===== config.mk =====
export PLATFORM = sky130hd
export DESIGN_NAME = core_top
export DESIGN_NICKNAME = d
export VERILOG_FILES = /design/src/hdl/core_isa_pkg.sv /design/src/hdl/core_pipe_pkg.sv /design/src/hdl/core_top.sv /design/src/hdl/execute_stage.sv /design/src/hdl/issue_stage.sv /design/src/hdl/operand_extend.sv /design/src/hdl/reg_file.sv
export VERILOG_INCLUDE_DIRS = /design/src /design/src/include
export SDC_FILE = /design/constraint.sdc
export NUM_CORES = 2
export LEC_CHECK = 0
export BUFFER_PORTS_ARGS = -buffer_cell sky130_fd_sc_hd__buf_2
export CAP_MARGIN = 0
export CORE_MARGIN = 5
export CORE_UTILIZATION = 37
export CTS_CLUSTER_DIAMETER = 100
export CTS_CLUSTER_SIZE = 24
export DETAILED_ROUTE_END_ITERATION = 16
export MAX_ROUTING_LAYER = met4
export PLACE_DENSITY_LB_ADDON = 0.12
export SYNTH_ARGS = -nofsm -noshare
export SYNTH_HDL_FRONTEND = slang
export SYNTH_HIERARCHICAL = 1
export SYNTH_SLANG_ARGS = --single-unit

===== constraint.sdc =====
create_clock -name clk -period 40.9 [get_ports clk]
set_clock_uncertainty 0.2 [all_clocks]
set_input_delay 2.045 -clock clk [delete_from_list [all_inputs] [get_ports clk]]
set_output_delay 2.045 -clock clk [all_outputs]
set_load 0.02 [all_outputs]

===== src/include/core_config.svh =====
`ifndef CORE_CONFIG_SVH
`define CORE_CONFIG_SVH

// datapath width, one register or instruction word
`define CORE_XLEN       32

// register file shape, all sixteen are general purpose
`define CORE_NREGS      16
`define CORE_REG_IDX_W  4

// left shift of rm in register-shift kind
`define CORE_SHAMT_W    5

// immediate fields as they sit in the low instruction bits
`define CORE_IMM8_W     8   // sign-extended
`define CORE_IMM12_W    12  // zero-extended

`endif


===== src/hdl/core_isa_pkg.sv =====
`default_nettype none

`include "core_config.svh"

package core_isa_pkg;

	typedef logic [`CORE_XLEN-1:0]      word_t;     // data value or raw instruction
	typedef logic [`CORE_REG_IDX_W-1:0] reg_idx_t;  // rn, rm, rd
	typedef logic [`CORE_SHAMT_W-1:0]   shamt_t;    // shift applied to rm

	// op field in bits 31..29
	typedef enum logic [2:0] {
		ALU_ADD = 3'd0,  // rn + b
		ALU_SUB = 3'd1,  // rn - b
		ALU_RSB = 3'd2,  // b - rn
		ALU_AND = 3'd3,
		ALU_ORR = 3'd4,
		ALU_EOR = 3'd5,
		ALU_MOV = 3'd6,  // b passes through
		ALU_MVN = 3'd7   // ~b
	} alu_op_e;

	// operand kind in bits 28..27 picks where operand b comes from
	typedef enum logic [1:0] {
		OPND_REG_SHIFT = 2'd0,  // R[rm] << shamt
		OPND_IMM8_S    = 2'd1,
		OPND_IMM12_U   = 2'd2,
		OPND_ZERO      = 2'd3   // constant zero
	} opnd_kind_e;

	// shamt (11..7), rm (3..0) and imm8 (7..0) all live inside imm12
	typedef struct packed {
		alu_op_e    op;     // 31..29
		opnd_kind_e kind;   // 28..27
		logic [6:0] rsvd;   // 26..20 ignored
		reg_idx_t   rn;     // 19..16
		reg_idx_t   rd;     // 15..12
		logic [`CORE_IMM12_W-1:0] imm12;  // 11..0
	} instr_t;

endpackage

`default_nettype wire


===== src/hdl/core_pipe_pkg.sv =====
`default_nettype none

package core_pipe_pkg;

	import core_isa_pkg::*;

	// control that travels with an issued instruction
	typedef struct packed {
		logic       valid;  // low for a bubble
		alu_op_e    op;
		opnd_kind_e kind;
		shamt_t     shamt;
		reg_idx_t   rd;
	} issue_ctl_t;

	// one pending register write seen by the hazard check
	typedef struct packed {
		logic     valid;
		reg_idx_t rd;
	} dst_tag_t;

	// retire stream payload, also the register write
	typedef struct packed {
		reg_idx_t rd;
		word_t    value;
	} retire_t;

endpackage

`default_nettype wire


===== src/hdl/core_top.sv =====
`timescale 1ns/1ps
`default_nettype none

module core_top (
	input  logic                   clk,
	input  logic                   reset,
	input  logic                   instr_valid,
	output logic                   instr_ready,
	input  core_isa_pkg::word_t    instr,
	output logic                   retire_valid,
	input  logic                   retire_ready,
	output core_pipe_pkg::retire_t retire
);

	core_isa_pkg::reg_idx_t    rd_idx_a;
	core_isa_pkg::reg_idx_t    rd_idx_b;
	core_isa_pkg::word_t       rd_data_a;
	core_isa_pkg::word_t       rd_data_b;
	core_isa_pkg::instr_t      cur_instr;  // held in issue register
	core_isa_pkg::word_t       imm;
	core_pipe_pkg::issue_ctl_t issue;
	core_pipe_pkg::dst_tag_t   ex_tag;
	core_pipe_pkg::dst_tag_t   wb_tag;
	logic                      advance;
	logic                      wr_en;
	core_isa_pkg::reg_idx_t    wr_idx;
	core_isa_pkg::word_t       wr_data;

	issue_stage issue0 (
		.clk         (clk),
		.reset       (reset),
		.instr_valid (instr_valid),
		.instr_ready (instr_ready),
		.instr       (instr),
		.advance     (advance),
		.ex_tag      (ex_tag),
		.wb_tag      (wb_tag),
		.cur_instr   (cur_instr),
		.rd_idx_a    (rd_idx_a),
		.rd_idx_b    (rd_idx_b),
		.issue       (issue)
	);

	// register read and immediate build run side by side
	reg_file regs0 (
		.clk       (clk),
		.reset     (reset),
		.rd_idx_a  (rd_idx_a),
		.rd_idx_b  (rd_idx_b),
		.rd_data_a (rd_data_a),
		.rd_data_b (rd_data_b),
		.wr_en     (wr_en),
		.wr_idx    (wr_idx),
		.wr_data   (wr_data)
	);

	operand_extend ext0 (
		.instr (cur_instr),
		.imm   (imm)
	);

	execute_stage exec0 (
		.clk          (clk),
		.reset        (reset),
		.issue        (issue),
		.rd_data_a    (rd_data_a),
		.rd_data_b    (rd_data_b),
		.imm          (imm),
		.advance      (advance),
		.ex_tag       (ex_tag),
		.wb_tag       (wb_tag),
		.retire_valid (retire_valid),
		.retire_ready (retire_ready),
		.retire       (retire),
		.wr_en        (wr_en),
		.wr_idx       (wr_idx),
		.wr_data      (wr_data)
	);

endmodule

`default_nettype wire


===== src/hdl/execute_stage.sv =====
`timescale 1ns/1ps
`default_nettype none

module execute_stage (
	input  logic                      clk,
	input  logic                      reset,
	input  core_pipe_pkg::issue_ctl_t issue,
	input  core_isa_pkg::word_t       rd_data_a,  // R[rn]
	input  core_isa_pkg::word_t       rd_data_b,  // R[rm]
	input  core_isa_pkg::word_t       imm,
	output logic                      advance,
	output core_pipe_pkg::dst_tag_t   ex_tag,
	output core_pipe_pkg::dst_tag_t   wb_tag,
	output logic                      retire_valid,
	input  logic                      retire_ready,
	output core_pipe_pkg::retire_t    retire,
	output logic                      wr_en,
	output core_isa_pkg::reg_idx_t    wr_idx,
	output core_isa_pkg::word_t       wr_data
);

	import core_isa_pkg::*;
	import core_pipe_pkg::*;

	issue_ctl_t ex_ctl;     // execute register control
	word_t      ex_a;       // operand payload, no reset
	word_t      ex_b;
	word_t      ex_imm;
	word_t      opnd_b;
	word_t      alu_out;
	logic       res_valid;  // result register full
	retire_t    res;

	// whole pipe moves only when the result slot frees up
	assign advance = !res_valid || retire_ready;

	always_ff @(posedge clk or posedge reset) begin
		if (reset) begin
			ex_ctl    <= '0;
			res_valid <= 1'b0;
		end else if (advance) begin
			ex_ctl    <= issue;         // bubble comes in with valid low
			res_valid <= ex_ctl.valid;
		end
	end

	always_ff @(posedge clk) begin
		if (advance && issue.valid) begin
			ex_a   <= rd_data_a;
			ex_b   <= rd_data_b;
			ex_imm <= imm;
		end
		if (advance && ex_ctl.valid) begin
			res.rd    <= ex_ctl.rd;
			res.value <= alu_out;
		end
	end

	// operand b, shifted rm or the extended immediate
	assign opnd_b = (ex_ctl.kind == OPND_REG_SHIFT) ? (ex_b << ex_ctl.shamt) : ex_imm;

	always_comb begin
		case (ex_ctl.op)
			ALU_ADD: alu_out = ex_a + opnd_b;
			ALU_SUB: alu_out = ex_a - opnd_b;
			ALU_RSB: alu_out = opnd_b - ex_a;  // reversed
			ALU_AND: alu_out = ex_a & opnd_b;
			ALU_ORR: alu_out = ex_a | opnd_b;
			ALU_EOR: alu_out = ex_a ^ opnd_b;
			ALU_MOV: alu_out = opnd_b;
			default: alu_out = ~opnd_b;        // ALU_MVN
		endcase
	end

	// pending destinations for the hazard check
	assign ex_tag.valid = ex_ctl.valid;
	assign ex_tag.rd    = ex_ctl.rd;
	assign wb_tag.valid = res_valid;
	assign wb_tag.rd    = res.rd;

	assign retire_valid = res_valid;
	assign retire       = res;  // held until the transfer

	// register write on the retire transfer edge
	assign wr_en   = res_valid && retire_ready;
	assign wr_idx  = res.rd;
	assign wr_data = res.value;

endmodule

`default_nettype wire


===== src/hdl/issue_stage.sv =====
`timescale 1ns/1ps
`default_nettype none

module issue_stage (
	input  logic                     clk,
	input  logic                     reset,
	input  logic                     instr_valid,
	output logic                     instr_ready,
	input  core_isa_pkg::word_t      instr,
	input  logic                     advance,    // execute can take a packet this edge
	input  core_pipe_pkg::dst_tag_t  ex_tag,     // write pending in execute register
	input  core_pipe_pkg::dst_tag_t  wb_tag,     // write pending in result register
	output core_isa_pkg::instr_t     cur_instr,
	output core_isa_pkg::reg_idx_t   rd_idx_a,
	output core_isa_pkg::reg_idx_t   rd_idx_b,
	output core_pipe_pkg::issue_ctl_t issue
);

	import core_isa_pkg::*;
	import core_pipe_pkg::*;

	logic     hold_valid;  // issue register occupied
	instr_t   hold_instr;  // payload, no reset
	reg_idx_t src_a;       // rn
	reg_idx_t src_b;       // rm
	logic     use_b;       // rm only read in register-shift kind
	logic     haz_a;
	logic     haz_b;
	logic     hazard;
	logic     go;          // instruction leaves this cycle
	logic     accept;

	assign src_a = hold_instr.rn;
	assign src_b = hold_instr.imm12[3:0];
	assign use_b = (hold_instr.kind == OPND_REG_SHIFT);

	// read-after-write check against both in-flight results
	assign haz_a = (ex_tag.valid && ex_tag.rd == src_a) ||
	               (wb_tag.valid && wb_tag.rd == src_a);
	assign haz_b = use_b && ((ex_tag.valid && ex_tag.rd == src_b) ||
	                         (wb_tag.valid && wb_tag.rd == src_b));
	assign hazard = haz_a || haz_b;

	assign go          = hold_valid && advance && !hazard;
	assign instr_ready = !hold_valid || go;  // empty or draining now
	assign accept      = instr_valid && instr_ready;

	always_ff @(posedge clk or posedge reset) begin
		if (reset) begin
			hold_valid <= 1'b0;
		end else if (instr_ready) begin
			hold_valid <= instr_valid;  // refill, or go empty after issuing
		end
	end

	always_ff @(posedge clk) begin
		if (accept) begin
			hold_instr <= instr_t'(instr);
		end
	end

	// register file addresses follow the held instruction
	assign rd_idx_a  = src_a;
	assign rd_idx_b  = src_b;
	assign cur_instr = hold_instr;  // operand_extend works off this

	// bubble whenever nothing leaves
	always_comb begin
		issue.valid = go;
		issue.op    = hold_instr.op;
		issue.kind  = hold_instr.kind;
		issue.shamt = hold_instr.imm12[11:7];
		issue.rd    = hold_instr.rd;
	end

endmodule

`default_nettype wire


===== src/hdl/operand_extend.sv =====
`timescale 1ns/1ps
`default_nettype none

`include "core_config.svh"

module operand_extend (
	input  core_isa_pkg::instr_t instr,
	output core_isa_pkg::word_t  imm
);

	import core_isa_pkg::*;

	logic [`CORE_IMM8_W-1:0]  imm8;   // low byte of the instruction
	logic [`CORE_IMM12_W-1:0] imm12;

	assign imm12 = instr.imm12;
	assign imm8  = instr.imm12[`CORE_IMM8_W-1:0];

	always_comb begin
		case (instr.kind)
			OPND_IMM8_S:
				imm = {{(`CORE_XLEN-`CORE_IMM8_W){imm8[`CORE_IMM8_W-1]}}, imm8};  // sign fill
			OPND_IMM12_U:
				imm = {{(`CORE_XLEN-`CORE_IMM12_W){1'b0}}, imm12};  // zero fill
			default:
				// register kind gets its operand from the shifter in execute
				// zero kind is literally zero
				imm = '0;
		endcase
	end

endmodule

`default_nettype wire


===== src/hdl/reg_file.sv =====
`timescale 1ns/1ps
`default_nettype none

`include "core_config.svh"

module reg_file (
	input  logic                 clk,
	input  logic                 reset,
	input  core_isa_pkg::reg_idx_t rd_idx_a,  // rn
	input  core_isa_pkg::reg_idx_t rd_idx_b,  // rm
	output core_isa_pkg::word_t  rd_data_a,
	output core_isa_pkg::word_t  rd_data_b,
	input  logic                 wr_en,
	input  core_isa_pkg::reg_idx_t wr_idx,
	input  core_isa_pkg::word_t  wr_data
);

	import core_isa_pkg::*;

	word_t regs [`CORE_NREGS];  // r0..r15

	// single write port that lands on the retire edge
	always_ff @(posedge clk or posedge reset) begin
		if (reset) begin
			for (int i = 0; i < `CORE_NREGS; i++) begin
				regs[i] <= '0;  // all registers read zero after reset
			end
		end else if (wr_en) begin
			regs[wr_idx] <= wr_data;
		end
	end

	// two read ports without bypass
	// a write lands on the edge and readers see it the cycle after
	assign rd_data_a = regs[rd_idx_a];
	assign rd_data_b = regs[rd_idx_b];

endmodule

`default_nettype wire


After elaboration in Yosys (flattened, before gate mapping)
Index checks and enable logic that the tools add are counted.
{ "totals": {"register_bits": 686, "output_inout_bits": 38, "word_cells": 95} }
{ "classes": {"addsub": 3, "magnitude_cmp": 4, "n_eq_ne": 12, "n_shift": 1, "mux": 12, "n_bitwise": 7, "n_reduce_logical": 23} }
{ "op_table": {"columns": ["cell", "count"], "rows": [
  ["bitwise mux 512 bit", 1],
  ["binary-select mux 32 bit (select 4 bit)", 2],
  ["case mux 32 bit (7 select lines)", 1],
  ["two-way mux 32 bit", 6],
  ["demux 32 bit (select 4 bit)", 1],
  ["case mux 32 bit (2 select lines)", 1],
  ["subtractor 32 bit", 2],
  ["adder 32 bit", 1],
  ["AND 32 bit", 1],
  ["NOT 32 bit", 1],
  ["bitwise OR 32 bit", 1],
  ["<< shifter 32 x 5 -> 32 bit", 1],
  ["bitwise XOR 32 bit", 1],
  ["equality test 4 bit", 4],
  ["greater-or-equal comparator 5 bit, second input constant", 3],
  ["NOT 4 -> 5 bit", 3],
  ["logical AND 1 bit", 12],
  ["equality test 3 bit, second input constant", 3],
  ["equality test 3 x 2 -> 1 bit, second input constant", 2],
  ["logical OR 1 bit", 5],
  ["< comparator 5 x 1 -> 1 bit, second input constant", 1],
  ["logical NOT 2 bit", 2],
  ["equality test 3 x 1 -> 1 bit, second input constant", 1],
  ["logical NOT 1 bit", 3],
  ["3 further kinds", 3]
]} }

Logic depth before layout (Yosys ltp)
{ "depth": {"ltp_word": 9, "depth_mapped": 24, "depth_no_buf": 19} }

By module
The synthesis kept the hierarchy.
{ "by_module_without_submodules": {"columns": ["module", "instances", "cells_each", "area_each_um2", "seq_area_each_um2"], "rows": [
  ["reg_file", 1, 1681, 26629.3, 12812.3],
  ["execute_stage", 1, 1511, 13987.2, 4364.2],
  ["issue_stage", 1, 91, 1405.1, 985.9],
  ["operand_extend", 1, 42, 286.5, 0.0]
]} }

Least setup slack after synthesis
Ideal clock, no wire load.
{ "synth_timing": {"path_kind": "input to register", "from": "in retire_ready", "to": "reg exec0.ex_a[0] (enable)", "setup_time_ns": 0.565, "arrival_time_ns": 7.446, "required_time_ns": 40.135, "slack_ns": 32.689, "cell_stages": 9, "path_cell_list": "nor2b_1 clkbuf_1 clkbuf_1 inv_1 nand2_1 or3_1 nor2_1 buf_4 nor2b_1"} }
{ "synth_between": {"elab_chain_cells": 4} }
{ "synth_lines": {"columns": ["element", "line", "text"], "rows": [
  ["start: declaration", "core_top.sv:11", "input logic retire_ready,"],
  ["logical OR 1 bit", "execute_stage.sv:35", "assign advance = !res_valid || retire_ready;"],
  ["via advance", "core_top.sv:24", "logic advance;"],
  ["logical AND 1 bit (2 in series)", "issue_stage.sv:44", "assign go = hold_valid && advance && !hazard;"],
  ["via issue0.go", "issue_stage.sv:30", "logic go;"],
  ["logical AND 1 bit", "execute_stage.sv:48", "if (advance && issue.valid) begin"],
  ["end signal: assignment", "execute_stage.sv:49", "ex_a <= rd_data_a;"],
  ["end: declaration", "execute_stage.sv:26", "word_t ex_a;"]
]} }
The timed path passes the listed nets, and every way through them passes these cells.
A chain may end at the register's enable or synchronous reset.

Worst setup path in the final report
{ "layout_timing": {"from": "reg exec0/ex_ctl[5] (netlist bit)", "to": "reg exec0.res, in the netlist exec0/wr_data[30], data pin"} }
{ "layout_between": {"elab_chain_cells": 4} }
{ "layout_lines": {"columns": ["element", "line", "text"], "rows": [
  ["start: declaration", "execute_stage.sv:25", "issue_ctl_t ex_ctl;"],
  ["start signal: assignment", "execute_stage.sv:42", "ex_ctl <= issue;"],
  ["<< shifter 32 x 5 -> 32 bit *", "execute_stage.sv:60", "assign opnd_b = (ex_ctl.kind == OPND_REG_SHIFT) ? (ex_b << ex_ctl.shamt) : ex_imm;"],
  ["two-way mux 32 bit *", "execute_stage.sv:60", null],
  ["subtractor 32 bit, or another cell as far along", "execute_stage.sv:66", "ALU_RSB: alu_out = opnd_b - ex_a;"],
  ["case mux 32 bit (7 select lines) *", "execute_stage.sv:63", "case (ex_ctl.op)"],
  ["via exec0.alu_out[30]", "execute_stage.sv:30", "word_t alu_out;"],
  ["end: declaration", "execute_stage.sv:32", "retire_t res;"]
]} }
The timed path passes the listed nets; every way through them passes the cells marked *.

==> qor.tcl <==
set qor(die_y_microns) 347
set qor(rsz0062_at_grt) {false}
set qor(layout_worst_path_cycle_share) 0.161
set qor(finalHoldViolCount) 0
set qor(place.detailed.instances) 4619
set qor(detail_route.drc_violations) 0
set qor(avgSynthCellArea_sq_um) 12.7
set qor(cts.htree.levels) 2
set qor(slew_headroom) 0.168
set qor(tritoncts_clock_tree) {done}
set qor(final_layout_size_suffix_gt1_frac) 0.331
set qor(post-place-ws_ps) 34440
set qor(root_buffer_cell) {sky130_fd_sc_hd__clkbuf_16}
set qor(grt_pass1_vias) 29200
set qor(status) {finished, final reports clean}
set qor(worst_pin_slew_ps) 1250
set qor(gpl.final_weighted_congestion) 0.875
set qor(global_route_wire_length_before_repair_microns) 198000
set qor(grt_overflow) 0
set qor(num-nets-final) 3329
set qor(maximum_ir_drop_on_the_vdd_rail_mv) 0.0299
set qor(timing.critical_path.from_type) {flip-flop}
set qor(synth-warning-count) 6
set qor(maxCapViolCount) 0
set qor(grt.total_usage) 0.224
set qor(std_cell_rows) 123
set qor(worst-endpoint-required_ps) 41040
set qor(wire_per_inst_microns) 28.6
set qor(antenna_violations_before_repair) 6
set qor(timing.final.setup_violations) 0
set qor(power.static_leakage_nw) 18.5
set qor(core-area_sq_um) 113000
set qor(min_period_ps) 6570
set qor(postCtsSetupRepairBufs) 0
set qor(placed_area_sq_um) 43300
set qor(drt_pre_antenna_iters) 5
set qor(crit_path_cell_trace) {buf_4 -> mux2i_1 -> a2bb2oi_1 -> o221ai_1 -> inv_1 -> ha_1 -> or3_1 -> nand2b_1 -> nor2_1 -> and3_1 -> nor2_1 -> o311ai_0 -> buf_4 -> a311oi_1 -> o41ai_1 -> mux2_2 -> o32ai_1 -> a31oi_1}
set qor(detail_route.vias_per_cell) 5.97
set qor(power_density_nw_per_um2) 90.0
set qor(num_vias) 28000
set qor(min-delay-path-class) {reg2reg}
set qor(wl_microns) 134000
set qor(placement.io_buffers) 66
set qor(cts_buffers) 38
set qor(postSynthNetCount) 3488
set qor(start_util) 0.373
set qor(endpoint_kind) {flip-flop}
set qor(netlist_area_sq_um) 42100
set qor(layout.core_utilization) 0.395
set qor(fin_setup_tns_ps) 0
set qor(crit_path_top_delay_cell) {sky130_fd_sc_hd__a2bb2oi_1}
set qor(arrival_ps) 6710
set qor(detail_route.iter0.violations) 2422
set qor(clock_sink_count) 686
set qor(crit_fanout) 54
set qor(place.detailed.hpwl_microns) 83100
set qor(timing.final.ws_setup_ps) 34330
set qor(ctsHoldBuffers) 0
set qor(grt_start_max_net_pins) 165
set qor(clk-insertion-delay-late_ps) 610
set qor(max_stage_delay_ps) 690
set qor(areaGrowthSynthToFinish_pct) 5.84
set qor(timing_max_transition_violations_final) 0
set qor(netlist_instances) 3318
set qor(instances_no_fill) 4691
set qor(fp.dieW_microns) 347
set qor(design.portCount) 74
set qor(crit_type) {reg2reg}
set qor(design.die.area_sq_um) 121000
set qor(clock_tree.buffer_depth) 3
set qor(cts_resizes) 0
set qor(achievable-frequency_ghz) 0.152
set qor(design_area_sq_um) 44600
set qor(drt.antenna.violating_nets) 0
set qor(worst_path_clk_slew_ps) 100
==> routing by layer <==
metal | part of all wire | up-vias | track usage
li1 | - | 12100 | -
met1 | 0.42 | 14900 | 0.292
met2 | 0.48 | 817 | 0.362
met3 | 0.065 | 212 | 0.0429
met4 | 0.029 | 0 | 0.0596
met5 | 0 | - | -
==> final cells by class <==
type	instances	area (sq um)
antenna	6	15.0
sequential	686	18000
clock inverter	9	155
multi-input combinational	2173	22100
fill	10600	68200
tap	1500	1880
timing repair buffer	134	891
clock buffer	57	1080
inverter	126	480
==> critical path, delay by kind of cell (launching register included) <==
kind                       cells  cell delay, ps
adders and majority gates      1             330
and+or+nand+nor                5             970
AOI/OAI and AO/OA              7            2710
buffers and inverters          3             990
DFF                            1             350
muxes                          2             720
==> stage by stage <==
step                hold slack [ps]  total power, W
finish                          286         0.00401
global route                    296         0.00428
CTS                             290         0.00402
detailed placement              267         0.00356
global placement                263         0.00349
floorplan                       242         0.00291
==> final timing paths <==
kind / startpoint / to / slack [ps] / depth (start not counted)
setup / recovery: exec0/ex_ctl[5]$_DFFE_PP0N_ / exec0/wr_data[30]$_DFFE_PP_ / 34330 / 18
hold / removal: issue0/cur_instr[31]$_DFFE_PP_ / exec0/ex_ctl[13]$_DFFE_PP0N_ / 290 / 1
setup reg to reg: exec0/ex_ctl[5]$_DFFE_PP0N_ / exec0/wr_data[30]$_DFFE_PP_ / 34330 / 18
hold reg to reg: issue0/cur_instr[31]$_DFFE_PP_ / exec0/ex_ctl[13]$_DFFE_PP0N_ / 290 / 1
max in group asynchronous: reset / regs0/regs[34]$_DFFE_PP0P_ / 37360 / 3
min in group asynchronous: reset / issue0/hold_valid$_DFFE_PP0P_ / 1130 / 2
==> sequential cells by signal (all words and copies together), names as in the netlist <==
signal	flops
exec0/ex_a	32
exec0/ex_b	32
exec0/ex_ctl	10
exec0/ex_imm	32
exec0/ex_tag	5
exec0/retire_valid	1
exec0/wr_data	32
exec0/wr_idx	4
issue0/cur_instr	21
issue0/hold_valid	1
issue0/rd_idx_a	4
regs0/regs	512
==> cells in the final DEF, fill, tap and decap left out, types with 22 or more instances in the layout <==
master and n:
sky130_fd_sc_hd__a22oi_1 130, sky130_fd_sc_hd__o21ai_0 111, sky130_fd_sc_hd__mux2_2 490, sky130_fd_sc_hd__buf_4 64
sky130_fd_sc_hd__nand2_1 197, sky130_fd_sc_hd__clkbuf_16 40, sky130_fd_sc_hd__edfxtp_1 157, sky130_fd_sc_hd__mux4_2 288
sky130_fd_sc_hd__mux2i_1 35, sky130_fd_sc_hd__a21oi_1 124, sky130_fd_sc_hd__dfrtp_1 525, sky130_fd_sc_hd__a31oi_1 23
sky130_fd_sc_hd__inv_1 120, sky130_fd_sc_hd__nand3_1 22, sky130_fd_sc_hd__buf_2 66, sky130_fd_sc_hd__xnor2_1 76
sky130_fd_sc_hd__nor2_1 98, sky130_fd_sc_hd__ha_1 132, sky130_fd_sc_hd__mux2_4 30, sky130_fd_sc_hd__xor2_1 31
==> power breakdown <==
group | internal (W) | switching, W
Clock | 0.000197 | 0.000248
Combinational | 0.000987 | 0.00115
Sequential | 0.00106 | 0.000362
(Power assumes the default switching activity.)
